**src/rtl/rv_pkg.sv**
```systemverilog
// ~~~~~~~~~~~~~~~~~~~~~~~~~~~~~~~~~~~~~~~~~~~~~~~~~~~~~~~~~~~~
// rv32i core package: widths, reset pc and decode encodings
// ~~~~~~~~~~~~~~~~~~~~~~~~~~~~~~~~~~~~~~~~~~~~~~~~~~~~~~~~~~~~
package rv_pkg;

    localparam int xlen       = 32;
    localparam int reg_addr_w = 5;

    localparam logic [xlen-1:0] reset_pc = 32'h8000_0000;

    // major opcodes the core executes, anything else retires as a no-op
    typedef enum logic [6:0] {
        opc_op     = 7'b0110011,
        opc_op_imm = 7'b0010011,
        opc_lui    = 7'b0110111,
        opc_auipc  = 7'b0010111,
        opc_jal    = 7'b1101111,
        opc_jalr   = 7'b1100111,
        opc_branch = 7'b1100011
    } opcode_t;

    typedef enum logic [2:0] {
        fmt_r,
        fmt_i,
        fmt_b,
        fmt_u,
        fmt_j,
        fmt_none
    } inst_fmt_t;

    typedef enum logic [3:0] {
        alu_add,
        alu_sub,
        alu_sll,
        alu_slt,
        alu_sltu,
        alu_xor,
        alu_srl,
        alu_sra,
        alu_or,
        alu_and
    } alu_op_t;

    // branch funct3
    localparam logic [2:0] f3_beq  = 3'b000;
    localparam logic [2:0] f3_bne  = 3'b001;
    localparam logic [2:0] f3_blt  = 3'b100;
    localparam logic [2:0] f3_bge  = 3'b101;
    localparam logic [2:0] f3_bltu = 3'b110;
    localparam logic [2:0] f3_bgeu = 3'b111;

endpackage

```
**src/rtl/stage_if.sv**
```systemverilog
// ~~~~~~~~~~~~~~~~~~~~~~~~~~~~~~~~~~~~~~~~~~~~~~~~~~~~~~~~~~~~
// stage links: one instruction handed between adjacent stages
// ~~~~~~~~~~~~~~~~~~~~~~~~~~~~~~~~~~~~~~~~~~~~~~~~~~~~~~~~~~~~
`timescale 1ns/1ns

interface fd_if;
    logic                    valid;  // one-cycle pulse
    logic [rv_pkg::xlen-1:0] pc;
    logic [rv_pkg::xlen-1:0] inst;

    modport source (output valid, pc, inst);
    modport sink (input valid, pc, inst);
endinterface

interface dx_if;
    logic                          valid;
    logic [rv_pkg::xlen-1:0]       pc;
    rv_pkg::inst_fmt_t             fmt;
    rv_pkg::opcode_t               opcode;
    logic [2:0]                    funct3;
    rv_pkg::alu_op_t               alu_op;
    logic [rv_pkg::reg_addr_w-1:0] rd;
    logic [rv_pkg::xlen-1:0]       imm;
    logic [rv_pkg::xlen-1:0]       rs1_data;
    logic [rv_pkg::xlen-1:0]       rs2_data;

    modport source (output valid, pc, fmt, opcode, funct3, alu_op, rd, imm, rs1_data, rs2_data);
    modport sink (input valid, pc, fmt, opcode, funct3, alu_op, rd, imm, rs1_data, rs2_data);
endinterface

interface xw_if;
    logic                          valid;
    logic [rv_pkg::xlen-1:0]       pc;
    logic [rv_pkg::reg_addr_w-1:0] rd;
    logic                          we;      // instruction writes rd
    logic [rv_pkg::xlen-1:0]       result;
    logic [rv_pkg::xlen-1:0]       next_pc;

    modport source (output valid, pc, rd, we, result, next_pc);
    modport sink (input valid, pc, rd, we, result, next_pc);
endinterface

```
**src/rtl/decode_stage.sv**
```systemverilog
// ~~~~~~~~~~~~~~~~~~~~~~~~~~~~~~~~~~~~~~~~~~~~~~~~~~~~~~~~~~~~
// decode stage: fields, format, immediate, alu op, reg reads
// ~~~~~~~~~~~~~~~~~~~~~~~~~~~~~~~~~~~~~~~~~~~~~~~~~~~~~~~~~~~~
`timescale 1ns/1ns

module decode_stage (
    input  logic                          clk,
    input  logic                          reset,
    fd_if.sink                            fd,
    output logic [rv_pkg::reg_addr_w-1:0] rs1_addr,
    output logic [rv_pkg::reg_addr_w-1:0] rs2_addr,
    input  logic [rv_pkg::xlen-1:0]       rs1_data,
    input  logic [rv_pkg::xlen-1:0]       rs2_data,
    dx_if.source                          dx
);
    rv_pkg::opcode_t         opcode;
    rv_pkg::inst_fmt_t       fmt;
    rv_pkg::alu_op_t         alu_op;
    logic [2:0]              funct3;
    logic [6:0]              funct7;
    logic [rv_pkg::xlen-1:0] imm;
    logic [rv_pkg::xlen-1:0] inst;

    assign inst     = fd.inst;
    assign opcode   = rv_pkg::opcode_t'(inst[6:0]);  // unnamed codes pass through
    assign funct3   = inst[14:12];
    assign funct7   = inst[31:25];
    assign rs1_addr = inst[19:15];
    assign rs2_addr = inst[24:20];

    always_comb begin
        case (opcode)
            rv_pkg::opc_op:                     fmt = rv_pkg::fmt_r;
            rv_pkg::opc_op_imm, rv_pkg::opc_jalr: fmt = rv_pkg::fmt_i;
            rv_pkg::opc_branch:                 fmt = rv_pkg::fmt_b;
            rv_pkg::opc_lui, rv_pkg::opc_auipc: fmt = rv_pkg::fmt_u;
            rv_pkg::opc_jal:                    fmt = rv_pkg::fmt_j;
            default:                            fmt = rv_pkg::fmt_none;
        endcase
    end

    // sign-extended immediates, b and j keep bit 0 at zero
    always_comb begin
        case (fmt)
            rv_pkg::fmt_i: imm = {{20{inst[31]}}, inst[31:20]};
            rv_pkg::fmt_b: imm = {{20{inst[31]}}, inst[7], inst[30:25], inst[11:8], 1'b0};
            rv_pkg::fmt_u: imm = {inst[31:12], 12'b0};
            rv_pkg::fmt_j: imm = {{12{inst[31]}}, inst[19:12], inst[20], inst[30:21], 1'b0};
            default:       imm = '0;
        endcase
    end

    always_comb begin
        alu_op = rv_pkg::alu_add;  // address and target sums
        if (opcode == rv_pkg::opc_op || opcode == rv_pkg::opc_op_imm) begin
            case (funct3)
                3'b000: begin
                    // subi does not exist, only the register form subtracts
                    if (fmt == rv_pkg::fmt_r && funct7 == 7'b0100000)
                        alu_op = rv_pkg::alu_sub;
                end
                3'b001: alu_op = rv_pkg::alu_sll;
                3'b010: alu_op = rv_pkg::alu_slt;
                3'b011: alu_op = rv_pkg::alu_sltu;
                3'b100: alu_op = rv_pkg::alu_xor;
                3'b101: alu_op = funct7[5] ? rv_pkg::alu_sra : rv_pkg::alu_srl;
                3'b110: alu_op = rv_pkg::alu_or;
                default: alu_op = rv_pkg::alu_and;
            endcase
        end
    end

    always_ff @(posedge clk) begin
        if (reset)
            dx.valid <= 1'b0;
        else
            dx.valid <= fd.valid;
    end

    always_ff @(posedge clk) begin
        if (fd.valid) begin
            dx.pc       <= fd.pc;
            dx.fmt      <= fmt;
            dx.opcode   <= opcode;
            dx.funct3   <= funct3;
            dx.alu_op   <= alu_op;
            dx.rd       <= inst[11:7];
            dx.imm      <= imm;
            dx.rs1_data <= rs1_data;
            dx.rs2_data <= rs2_data;
        end
    end

endmodule

```
**src/rtl/execute_stage.sv**
```systemverilog
// ~~~~~~~~~~~~~~~~~~~~~~~~~~~~~~~~~~~~~~~~~~~~~~~~~~~~~~~~~~~~
// execute stage: operands, alu, branch test and next pc
// ~~~~~~~~~~~~~~~~~~~~~~~~~~~~~~~~~~~~~~~~~~~~~~~~~~~~~~~~~~~~
`timescale 1ns/1ns

module execute_stage (
    input logic  clk,
    input logic  reset,
    dx_if.sink   dx,
    xw_if.source xw
);
    logic [rv_pkg::xlen-1:0] op_a, op_b, alu_y;
    logic [rv_pkg::xlen-1:0] pc4, result, next_pc;
    logic                    taken, is_jal, is_jalr, we;

    assign is_jal  = (dx.opcode == rv_pkg::opc_jal);
    assign is_jalr = (dx.opcode == rv_pkg::opc_jalr);
    assign pc4     = dx.pc + 32'd4;

    always_comb begin
        op_a = dx.rs1_data;
        op_b = (dx.fmt == rv_pkg::fmt_r) ? dx.rs2_data : dx.imm;
        case (dx.opcode)
            rv_pkg::opc_lui: op_a = '0;
            rv_pkg::opc_auipc, rv_pkg::opc_jal, rv_pkg::opc_branch: op_a = dx.pc;
            default: ;
        endcase
    end

    always_comb begin
        case (dx.alu_op)
            rv_pkg::alu_sub:  alu_y = op_a - op_b;
            rv_pkg::alu_sll:  alu_y = op_a << op_b[4:0];
            rv_pkg::alu_slt:  alu_y = ($signed(op_a) < $signed(op_b)) ? 32'd1 : 32'd0;
            rv_pkg::alu_sltu: alu_y = (op_a < op_b) ? 32'd1 : 32'd0;
            rv_pkg::alu_xor:  alu_y = op_a ^ op_b;
            rv_pkg::alu_srl:  alu_y = op_a >> op_b[4:0];
            rv_pkg::alu_sra:  alu_y = $signed(op_a) >>> op_b[4:0];
            rv_pkg::alu_or:   alu_y = op_a | op_b;
            rv_pkg::alu_and:  alu_y = op_a & op_b;
            default:          alu_y = op_a + op_b;
        endcase
    end

    // compare uses the register values, the alu builds the target
    always_comb begin
        taken = 1'b0;
        if (dx.opcode == rv_pkg::opc_branch) begin
            case (dx.funct3)
                rv_pkg::f3_beq:  taken = dx.rs1_data == dx.rs2_data;
                rv_pkg::f3_bne:  taken = dx.rs1_data != dx.rs2_data;
                rv_pkg::f3_blt:  taken = $signed(dx.rs1_data) < $signed(dx.rs2_data);
                rv_pkg::f3_bge:  taken = $signed(dx.rs1_data) >= $signed(dx.rs2_data);
                rv_pkg::f3_bltu: taken = dx.rs1_data < dx.rs2_data;
                rv_pkg::f3_bgeu: taken = dx.rs1_data >= dx.rs2_data;
                default:         taken = 1'b0;
            endcase
        end
    end

    assign result = (is_jal || is_jalr) ? pc4 : alu_y;  // link value for jumps

    always_comb begin
        if (is_jalr)
            next_pc = {alu_y[rv_pkg::xlen-1:1], 1'b0};
        else if (is_jal || taken)
            next_pc = alu_y;
        else
            next_pc = pc4;  // also unsupported opcodes
    end

    assign we = (dx.fmt == rv_pkg::fmt_r) || (dx.fmt == rv_pkg::fmt_u) ||
                (dx.fmt == rv_pkg::fmt_j) || (dx.opcode == rv_pkg::opc_op_imm) || is_jalr;

    always_ff @(posedge clk) begin
        if (reset)
            xw.valid <= 1'b0;
        else
            xw.valid <= dx.valid;
    end

    always_ff @(posedge clk) begin
        if (dx.valid) begin
            xw.pc      <= dx.pc;
            xw.rd      <= dx.rd;
            xw.we      <= we;
            xw.result  <= result;
            xw.next_pc <= next_pc;
        end
    end

    a_next_pc_aligned: assert property (@(posedge clk) disable iff (reset)
        dx.valid |=> xw.next_pc[1:0] == 2'b00);

endmodule

```
**src/rtl/fetch_stage.sv**
```systemverilog
// ~~~~~~~~~~~~~~~~~~~~~~~~~~~~~~~~~~~~~~~~~~~~~~~~~~~~~~~~~~~~
// fetch stage: pc register, one request per retire, capture
// ~~~~~~~~~~~~~~~~~~~~~~~~~~~~~~~~~~~~~~~~~~~~~~~~~~~~~~~~~~~~
`timescale 1ns/1ns

module fetch_stage (
    input  logic                    clk,
    input  logic                    reset,
    input  logic                    pc_load,
    input  logic [rv_pkg::xlen-1:0] next_pc,
    input  logic                    imem_valid,
    input  logic [rv_pkg::xlen-1:0] imem_rdata,
    output logic                    imem_req,
    output logic [rv_pkg::xlen-1:0] imem_addr,
    fd_if.source                    fd
);
    typedef enum logic {
        idle,
        waiting
    } fetch_state_t;

    fetch_state_t            state;
    logic [rv_pkg::xlen-1:0] pc;
    logic                    boot;    // first request after reset still owed
    logic                    accept;

    assign accept    = (state == waiting) && imem_valid;
    assign imem_addr = pc;  // only moves on pc_load, so stable while waiting

    always_ff @(posedge clk) begin
        if (reset) begin
            state    <= idle;
            pc       <= rv_pkg::reset_pc;
            boot     <= 1'b1;
            imem_req <= 1'b0;
            fd.valid <= 1'b0;
        end else begin
            boot     <= 1'b0;
            imem_req <= 1'b0;
            fd.valid <= accept;
            if (pc_load)
                pc <= next_pc;
            if (boot || pc_load) begin
                imem_req <= 1'b1;  // request goes out with the new pc
                state    <= waiting;
            end else if (accept) begin
                state <= idle;
            end
        end
    end

    always_ff @(posedge clk) begin
        if (accept) begin
            fd.pc   <= pc;
            fd.inst <= imem_rdata;
        end
    end

    // a new request only leaves from idle, never with one outstanding
    a_req_from_idle: assert property (@(posedge clk) disable iff (reset)
        $rose(imem_req) |-> $past(state) == idle);

    // memory answers only to an outstanding request
    a_valid_in_wait: assert property (@(posedge clk) disable iff (reset)
        imem_valid |-> state == waiting);

endmodule

```
**src/rtl/reg_file.sv**
```systemverilog
// ~~~~~~~~~~~~~~~~~~~~~~~~~~~~~~~~~~~~~~~~~~~~~~~~~~~~~~~~~~~~
// register file: 32 x 32, two async reads, one write, x0 = 0
// ~~~~~~~~~~~~~~~~~~~~~~~~~~~~~~~~~~~~~~~~~~~~~~~~~~~~~~~~~~~~
`timescale 1ns/1ns

module reg_file (
    input  logic                          clk,
    input  logic                          reset,
    input  logic [rv_pkg::reg_addr_w-1:0] rs1_addr,
    input  logic [rv_pkg::reg_addr_w-1:0] rs2_addr,
    output logic [rv_pkg::xlen-1:0]       rs1_data,
    output logic [rv_pkg::xlen-1:0]       rs2_data,
    input  logic                          wen,
    input  logic [rv_pkg::reg_addr_w-1:0] waddr,
    input  logic [rv_pkg::xlen-1:0]       wdata
);
    logic [rv_pkg::xlen-1:0] regs [32];

    always_ff @(posedge clk) begin
        if (reset) begin
            for (int i = 0; i < 32; i++)
                regs[i] <= '0;
        end else if (wen && waddr != '0) begin
            regs[waddr] <= wdata;
        end
    end

    // x0 storage is cleared on reset and never written, so it reads as zero
    assign rs1_data = regs[rs1_addr];
    assign rs2_data = regs[rs2_addr];

    // a write aimed at x0 must not show up on either read port
    a_x0_stays_zero: assert property (@(posedge clk) disable iff (reset)
        (wen && waddr == '0) |=>
            (rs1_addr != '0 || rs1_data == '0) && (rs2_addr != '0 || rs2_data == '0));

endmodule

```
**src/rtl/rv_core.sv**
```systemverilog
// ~~~~~~~~~~~~~~~~~~~~~~~~~~~~~~~~~~~~~~~~~~~~~~~~~~~~~~~~~~~~
// rv32i multicycle core: fetch, decode, execute, writeback
// ~~~~~~~~~~~~~~~~~~~~~~~~~~~~~~~~~~~~~~~~~~~~~~~~~~~~~~~~~~~~
`timescale 1ns/1ns

module rv_core (
    input  logic                          clk,
    input  logic                          reset,
    output logic                          imem_req,
    output logic [rv_pkg::xlen-1:0]       imem_addr,
    input  logic                          imem_valid,
    input  logic [rv_pkg::xlen-1:0]       imem_rdata,
    output logic                          retire_valid,
    output logic [rv_pkg::xlen-1:0]       retire_pc,
    output logic                          retire_we,
    output logic [rv_pkg::reg_addr_w-1:0] retire_rd,
    output logic [rv_pkg::xlen-1:0]       retire_wdata
);
    fd_if fd_bus ();
    dx_if dx_bus ();
    xw_if xw_bus ();

    logic                          pc_load;
    logic [rv_pkg::xlen-1:0]       next_pc;
    logic [rv_pkg::reg_addr_w-1:0] rs1_addr, rs2_addr, waddr;
    logic [rv_pkg::xlen-1:0]       rs1_data, rs2_data, wdata;
    logic                          wen;

    fetch_stage u_fetch (
        .clk        (clk),
        .reset      (reset),
        .pc_load    (pc_load),
        .next_pc    (next_pc),
        .imem_valid (imem_valid),
        .imem_rdata (imem_rdata),
        .imem_req   (imem_req),
        .imem_addr  (imem_addr),
        .fd         (fd_bus)
    );

    decode_stage u_decode (
        .clk      (clk),
        .reset    (reset),
        .fd       (fd_bus),
        .rs1_addr (rs1_addr),
        .rs2_addr (rs2_addr),
        .rs1_data (rs1_data),
        .rs2_data (rs2_data),
        .dx       (dx_bus)
    );

    reg_file u_regs (
        .clk      (clk),
        .reset    (reset),
        .rs1_addr (rs1_addr),
        .rs2_addr (rs2_addr),
        .rs1_data (rs1_data),
        .rs2_data (rs2_data),
        .wen      (wen),
        .waddr    (waddr),
        .wdata    (wdata)
    );

    execute_stage u_execute (
        .clk   (clk),
        .reset (reset),
        .dx    (dx_bus),
        .xw    (xw_bus)
    );

    writeback_stage u_writeback (
        .xw           (xw_bus),
        .wen          (wen),
        .waddr        (waddr),
        .wdata        (wdata),
        .pc_load      (pc_load),
        .next_pc      (next_pc),
        .retire_valid (retire_valid),
        .retire_pc    (retire_pc),
        .retire_we    (retire_we),
        .retire_rd    (retire_rd),
        .retire_wdata (retire_wdata)
    );

endmodule

```
**src/rtl/writeback_stage.sv**
```systemverilog
// ~~~~~~~~~~~~~~~~~~~~~~~~~~~~~~~~~~~~~~~~~~~~~~~~~~~~~~~~~~~~
// writeback: commits register write, pc redirect and retire
// ~~~~~~~~~~~~~~~~~~~~~~~~~~~~~~~~~~~~~~~~~~~~~~~~~~~~~~~~~~~~
`timescale 1ns/1ns

module writeback_stage (
    xw_if.sink                            xw,
    output logic                          wen,
    output logic [rv_pkg::reg_addr_w-1:0] waddr,
    output logic [rv_pkg::xlen-1:0]       wdata,
    output logic                          pc_load,
    output logic [rv_pkg::xlen-1:0]       next_pc,
    output logic                          retire_valid,
    output logic [rv_pkg::xlen-1:0]       retire_pc,
    output logic                          retire_we,
    output logic [rv_pkg::reg_addr_w-1:0] retire_rd,
    output logic [rv_pkg::xlen-1:0]       retire_wdata
);
    // register write, x0 is filtered in the register file
    assign wen   = xw.valid && xw.we;
    assign waddr = xw.rd;
    assign wdata = xw.result;

    // every retire redirects fetch, even to pc+4
    assign pc_load = xw.valid;
    assign next_pc = xw.next_pc;

    assign retire_valid = xw.valid;
    assign retire_pc    = xw.pc;
    assign retire_we    = xw.valid && xw.we;
    assign retire_rd    = xw.rd;
    assign retire_wdata = xw.result;

endmodule

```
**config.mk**
```make
export PLATFORM = sky130hd
export DESIGN_NAME = rv_core
export DESIGN_NICKNAME = d
export VERILOG_FILES = /design/src/rtl/rv_pkg.sv /design/src/rtl/stage_if.sv /design/src/rtl/decode_stage.sv /design/src/rtl/execute_stage.sv /design/src/rtl/fetch_stage.sv /design/src/rtl/reg_file.sv /design/src/rtl/rv_core.sv /design/src/rtl/writeback_stage.sv
export SDC_FILE = /design/constraint.sdc
export NUM_CORES = 2
export LEC_CHECK = 0
export BUFFER_PORTS_ARGS = -buffer_cell sky130_fd_sc_hd__clkbuf_2
export CORE_MARGIN = 2
export CORE_UTILIZATION = 30
export DETAILED_ROUTE_END_ITERATION = 8
export HOLD_SLACK_MARGIN = 0.08
export MAX_ROUTING_LAYER = met4
export SYNTH_ARGS = -nofsm -noshare
export SYNTH_HDL_FRONTEND = slang
export SYNTH_SLANG_ARGS = --single-unit
```
**constraint.sdc**
```tcl
create_clock -name clk -period 6.6 [get_ports clk]
set_input_delay 0.66 -clock clk [delete_from_list [all_inputs] [get_ports clk]]
set_output_delay 0.66 -clock clk [all_outputs]
set_load 0.1 [all_outputs]
```
# After elaboration in Yosys (flattened, before gate mapping)
# Memory sizes are Yosys's and may differ from the RTL's. A register that Yosys moved wholly into a read port is not among the register bits.
# Cells that the tools add are included.
# W data, S select, Z words.
# totals
mem_count	1
ramBits	1024
wordCells	128
latch_bits	0
rom_bits	0
regBits	290
# mem_list
memory	depth	width	rd	rd_ports_with_merged_regs	write_ports	line	source
u_regs.regs	32	32	2	2	32	reg_file.sv:17	logic [rv_pkg::xlen-1:0] regs [32];
# classes
muxes	26
bitwise	3
eq_ne	42
n_lt_le_gt_ge	6
div_mod_pow	0
mul	0
n_shift	3
addsub	3
n_reduce_logical	22
# op_table
operator	count
$pmux W32 S9	1
$mux W32	5
$lt A32 B32 Y1	4
$pmux W32 S4	1
$ge A32 B32 Y1	2
$pmux W32 S2	1
$eq A7 B7 Y1 const B	6
$add A32 B3 Y32 const B	1
$add A32 B32 Y32	1
$and A32 B32 Y32	1
$eq A32 B32 Y1	1
$ne A32 B32 Y1	1
$or A32 B32 Y32	1
$reduce_or A32 Y1	1
$shl A32 B5 Y32	1
$shr A32 B5 Y32	1
$sshr A32 B5 Y32	1
$sub A32 B32 Y32	1
$xor A32 B32 Y32	1
$eq A7 B5 Y1 const B	4
$eq A7 B6 Y1 const B	4
$pmux W4 S7	1
$eq A3 B3 Y1 const B	9
$eq A4 B3 Y1 const B	4
16 further kinds	51

# Logic depth before layout (Yosys ltp)
# logic_depth
depth_word	8
mapped_depth	20
ltp_nobuf	17

# Modules after synthesis
# From an unflattened synthesis, not the netlist that was laid out.
# hier_totals
hier_cells	7202
hier_area_um2	81211.6
# by_module_without_submodules
module	cells_per_inst	area_each_um2	instances
reg_file	4605	55896.1	1
execute_stage	2019	15811.4	1
decode_stage	258	5232.5	1
fetch_stage	178	3206.8	1
writeback_stage	142	1064.8	1

# Worst setup path before layout
# Ideal clock, no wire load.
# synth_timing
kind	flip-flop to flip-flop
from	reg u_decode.dx.opcode[4]
to	reg u_execute.xw.next_pc[31], data pin
path_stages_with_launch	20
t_required_ps	6440
setup_ps	160
n_path_buf	5
path_slack_ps	1209
t_arrival_ps	5230
path_cell_list	edfxtp_1 > nand3b_1 > or4_1 > clkbuf_1 > nand2_1 > clkbuf_1 > buf_1 > clkbuf_1 > a22o_1 > ha_1 > clkbuf_1 > a21o_1 > a221oi_1 > nor2_1 > o211ai_1 > a31oi_1 > a311o_1 > a2111oi_0 > a31oi_1 > a41oi_1
# synth_via
elab_chain_cells	7
# synth_lines
item	line	source
from (decl)	stage_if.sv:27	modport source (output valid, pc, fmt, opcode, funct3, alu_op, rd, imm, rs1_data, rs2_data);
$eq A7 B5 Y1 (tied with other cells)	execute_stage.sv:23	case (dx.opcode)
$reduce_or A3 Y1	execute_stage.sv:23	
$pmux W32 S2	execute_stage.sv:23	
$add A32 B32 Y32 (tied with other cells)	execute_stage.sv:41	default: alu_y = op_a + op_b;
$pmux W32 S9	execute_stage.sv:31	case (dx.alu_op)
$mux W32	execute_stage.sv:66	else if (is_jal || taken)
$mux W32 *	execute_stage.sv:64	if (is_jalr)
via u_execute.next_pc, one bit	execute_stage.sv:13	logic [rv_pkg::xlen-1:0] pc4, result, next_pc;
to (decl)	stage_if.sv:39	modport source (output valid, pc, rd, we, result, next_pc);
# The timed path passes the listed nets; every way through them passes the cells marked *.
# A chain may end at the register's enable or synchronous reset.

# Final worst setup path
# layout_timing
from	reg u_decode.dx.opcode[4]
to	reg u_execute.xw.result[25], data pin
# layout_via
elab_chain_cells	6
# layout_lines
item	line	source
$eq A7 B5 Y1 (tied with other cells)	execute_stage.sv:23	
$reduce_or A3 Y1	execute_stage.sv:23	
$pmux W32 S2	execute_stage.sv:23	
$add A32 B32 Y32 (tied with other cells)	execute_stage.sv:41	
$pmux W32 S9	execute_stage.sv:31	
$mux W32 *	execute_stage.sv:61	assign result = (is_jal || is_jalr) ? pc4 : alu_y;
via u_execute.result, one bit	execute_stage.sv:13	
to (decl)	stage_if.sv:39	
# Marks and branches as above.

==> results.md <==
Clocking:
- The clock-pin transition on the worst setup and hold timing paths is about 0.070 ns.
- Gates resized during post-CTS repair numbered 0.
- The clock latency on the worst-skew pair is between 0.8 and 0.9 ns.
- The number of buffers between clock root and the deepest sink is 3.
- The sink count of the clock tree is 1378.
- The number of levels the H-tree was split into is 4.
- The clock tree from TritonCTS is built.
- The clock tree root driver cell is clkbuf_16.
- The number of buffers inserted during clock tree synthesis is ~150.

Worst hold path:
- The min-delay analysis places its worst path in the category input pin to flip-flop.

Timing:
- For the pin with the worst max-slew slack, the measured transition is around 1.2 ns.
- The worst hold-check slack is approximately 0.10 ns.
- Timing would allow up to between 0.15 and 0.2 GHz.
- Setup repair after global routing left no endpoint under its margin.
- The final setup TNS is 0 ns.
- After layout, the minimum clock period comes to 6.038 ns.
- The worst clock skew is 0.07483 ns.
- The final max-slew violation count came to 0.
- The final setup violation count is 0.
- The normalized max-slew margin is between 10% and 20%.
- The post-route clock period utilization is 91.48%.
- The hold violation total from the final report is 0.

Synthesis:
- The number of standard cells after synthesis is 5827.
- The total standard cell area after synthesis is roughly 80000 µm².
- Summed over all instances, the cell type with the most area after synthesis is edfxtp_1.
- Summing the areas of all and, or, nand and nor instances in the mapped netlist gives about an eighth of the synthesized area.
- In this run, synthesis inferred between 1000 and 1500 flip-flops with an integrated enable.
- The number of warning messages in the yosys log is 0.
- By area, the combinational part of the netlist is dominated by multiplexers.
- The synthesized design devotes to its leading area cell type about half of total area.
- In the synthesized netlist the dominant register cell turns out to be edfxtp_1.
- The mux cell area share after synthesis is about a fifth.
- By area the synthesized netlist is led by edfxtp_1 (51%), mux4_2 (18%), and2_1 (7.9%).
- The synthesized flop and latch total is 1378.
- Summing the areas of all compound-gate instances in the mapped netlist gives slightly above 8% of the synthesized area.
- Each instance of the synthesized netlist takes up on average 13.55 µm².
- The synthesized netlist contains just over 90 unique library cells.
- For this run, asynchronously set or reset flops after synthesis account for 0%.
- The sequential-to-total area share from yosys stat is about 52%.
- Of the total synthesized cell area, the portion taken by XOR and XNOR cells is less than 1%.
- The synthesized netlist devotes under 10% of its cell area to adder and majority cells.

Place:
- At the end of routability-driven placement, the weighted congestion stood at 1.032.
- The post-DP HPWL is around 240000 µm.
- Including well taps, the total number of placed cells is ~9400.
- Input and output buffers added on the ports amount to about 140.

Pwr:
- Net switching is 25.71% of the power.
- The part of the power in combinational logic is 10.0%.
- The leakage power is about 33 nW.
- The power dissipated by switching net loads is between 5 and 6 mW.
- The worst supply voltage drop on vdd is a little under 0.0003 V.
- The clock network burns about two fifths of the power.
- The share of power burned in registers is between 40 and 50%.
- The internal cell power is about 15 mW.
- For this design the ratio of total power to cell area is between 200 and 250 nW/µm².

GRT:
- The first global-routing pass estimated 485900 µm of wire.
- The total global-route track usage is between 20% and 30%.
- The via count of the first global-routing pass was 55190.
- The largest net degree at the start of global routing is about 120.
- The number of antenna violations at the first check in global routing is 28.
- After global routing the overflow that remains totals 0.

Detailed routing:
- The final layout contains routed wiring with a total length of about 360000 µm.
- In the routed layout, each cell is associated on average with a via count of 5.875.
- In the final routed layout, each cell accounts on average for about 37 µm.
- Once detail routing completed, the nets flagged for antenna violations numbered 0.
- The number of DRC violations after detailed routing is 0.
- After the first detailed-routing iteration, the DRC count stood at between 7000 and 8000.
- The first detailed-routing pass ran for 6 iterations.
- Summing over every cut layer, the via total after detailed routing is 57000.

Setup path:
- The maximum fanout count along the critical path is 6.
- STA classifies the critical path endpoint as a flip-flop.
- The critical path class is flip-flop to flip-flop.
- The data arrival time of the worst path is roughly 6.6 ns.
- At the worst endpoint, the required time is slightly above 7 ns.
- The startpoint type of the worst setup path is a flip-flop.

Cells and area:
- For this run, the post-layout net count is 6217.
- Leaving out filler cells and counting taps, the final layout contains between 9000 and 10000.
- The layout has 25340 filler cells.
- The share of layout cells above drive strength 1 is about a quarter.
- The top cell types in the final layout, fill and taps aside, are edfxtp_1 (1340), and2_1 (1000), mux4_2 (648), buf_4 (405), nor2_1 (242).
- The area growth from synthesis to layout is 15.56%.
- Leaving out fill and tap cells, the most frequent cell in the layout is edfxtp_1.

Run:
- Across the run, the number of max-cap violations was 0.

Floorplanning:
- The number of I/O pins is ~140.
- The area of the core is around 260000 µm².
- Measured along the x axis, the die boundary spans between 500 and 600 µm.
- The initial core utilization is roughly 30%.
- The die covers roughly 270000 µm².
- From bottom edge to top edge, the die measures a little over 500 µm.
- The standard-cell row count is ~190.

Run status:
- The flow ran to the end, and the final reports show no timing, DRC or antenna violations.
[Yosys cell counts, types with 12 or more instances]
| cell type | n |
|---|---|
| o211ai_1 | 27 |
| ha_1 | 130 |
| a21oi_1 | 150 |
| and3_1 | 27 |
| or3_1 | 25 |
| a31oi_1 | 40 |
| nand2_1 | 137 |
| or2_2 | 45 |
| xnor2_1 | 34 |
| a211oi_1 | 55 |
| xor2_1 | 15 |
| a21o_1 | 79 |
| edfxtp_1 | 1340 |
| o31a_1 | 12 |
| buf_2 | 13 |
| o221ai_1 | 19 |
| o311ai_0 | 12 |
| nor2b_1 | 25 |
| a22oi_1 | 41 |
| clkbuf_1 | 458 |
| nand3_1 | 84 |
| a221oi_1 | 48 |
| a22o_1 | 24 |
| dfxtp_1 | 38 |
| nand2b_1 | 16 |
| o31ai_1 | 32 |
| nor2_1 | 281 |
| o21ai_0 | 170 |
| nor4_1 | 18 |
| nand4_1 | 16 |
| o22ai_1 | 35 |
| mux2_2 | 77 |
| buf_1 | 75 |
| nor3_1 | 90 |
| o21bai_1 | 13 |
| inv_1 | 143 |
| mux4_2 | 648 |
| a2111oi_0 | 13 |
| o22a_1 | 14 |
| and2_1 | 1001 |
| mux2i_1 | 118 |
[state kept, by name, indices dropped and copies added (netlist names)]
register and cells:
u_decode.dx.pc 32, u_execute.xw.pc 32, u_fetch.fd.inst 32, u_execute.xw.valid 1, u_fetch.boot 1, u_decode.dx.rs1_data 32, u_decode.dx.alu_op 4, u_decode.dx.rd 5
u_execute.xw.next_pc 32, u_fetch.imem_addr 32, u_execute.xw.we 1, u_execute.xw.rd 5, u_decode.dx.funct3 3, u_decode.dx.valid 1, u_decode.dx.opcode 7, u_fetch.state 1
u_regs.regs 1024, u_fetch.fd.pc 32, u_decode.dx.fmt 3, u_fetch.fd.valid 1, u_decode.dx.imm 32, u_decode.dx.rs2_data 32, u_fetch.imem_req 1, u_execute.xw.result 32
[metal layers]
metal  part of all wire [%]  up-vias  routed length [µm]  track usage, %
met5                      0        -                   0               -
met4                    6.2        0               22240           14.12
met3                    8.7      671               31340           5.129
met2                     46     3348              167100           42.21
met1                     39    29960              140100           34.19
li1                       -    23020                   -               -
[final cells by class]
cell class,instances,area [µm²],area share (%)
clock buffer,179,3872,4.244
clock inverter,93,1109,1.215
multi-input combinational,3784,35890,39.33
tap,3515,4398,4.819
timing repair buffer,589,4377,4.796
sequential,1378,41010,44.94
inverter,148,555.5,0.6088
antenna,17,42.54,0.04662
[worst paths after layout]
path                                        start                                end  slack [ns]  cells after the start
hold / removal                      imem_rdata[9]       u_fetch.fd.inst[9]$_DFFE_PP_        0.10                      1
hold reg to reg       u_fetch.fd.pc[10]$_DFFE_PP_       u_decode.dx.pc[10]$_DFFE_PP_        0.42                      0
setup / recovery  u_decode.dx.opcode[4]$_DFFE_PP_  u_execute.xw.result[25]$_DFFE_PP_        0.56                     17
setup reg to reg  u_decode.dx.opcode[4]$_DFFE_PP_  u_execute.xw.result[25]$_DFFE_PP_        0.56                     17
[power groups by stage]
stage	Clock, mW	Sequential (mW)	Combinational (mW)
after floorplan	0	10.2	1.13
after global placement	0	10.2	2.05
after detailed placement	0	10.2	2.04
after CTS	8.80	10.0	2.06
after global routing	9.13	10.1	2.14
final	8.73	10.1	2.08
[repair_timing]
| action | 4_1_cts | 5_1_grt |
|---|---|---|
| hold buffers | 27 | 2 |
| buffers inserted | 0 | 0 |
| endpoints found under the hold margin | 27 | 2 |
[metrics by stage]
| step | total power [mW] | utilization (%) | setup WS (ns) | cell area (µm²) |
|---|---|---|---|---|
| final | 20.86 | 34.82 | 0.5623 | 91260 |
| after global routing | 21.34 | 34.82 | 0.2449 | 91230 |
| after CTS | 20.92 | 34.80 | 0.6974 | 91190 |
| after detailed placement | 12.27 | 32.80 | 0.7320 | 85940 |
| after global placement | 12.25 | 32.80 | 0.6021 | 85940 |
| after floorplan | 11.33 | - | 1.209 | 79080 |
[logic make-up after synthesis]
group	count (synthesis)
buffers and inverters	696
AO/OA/AOI/OAI	924
flip-flops	1378
other	1
multiplexers	843
AND/OR/NAND/NOR	1804
XOR/XNOR	49
adder cells (fa/ha/maj)	132
[worst max-delay path: stages (launching register included)]
cell and delay, ns:
edfxtp_1 0.45, nand3b_1 0.22, or4_1 0.60, and2_1 0.28, o21ai_0 0.34, ha_1 0.31
or4_1 0.59, a2111oi_0 0.88, buf_4 0.27, nand4_1 0.10, a21oi_1 0.40, buf_4 0.22
buf_4 0.11, or3_1 0.09, a21oi_1 0.07, a2111oi_0 0.54, buf_4 0.22, o31ai_1 0.06
Power figures use the tool's default switching activity.
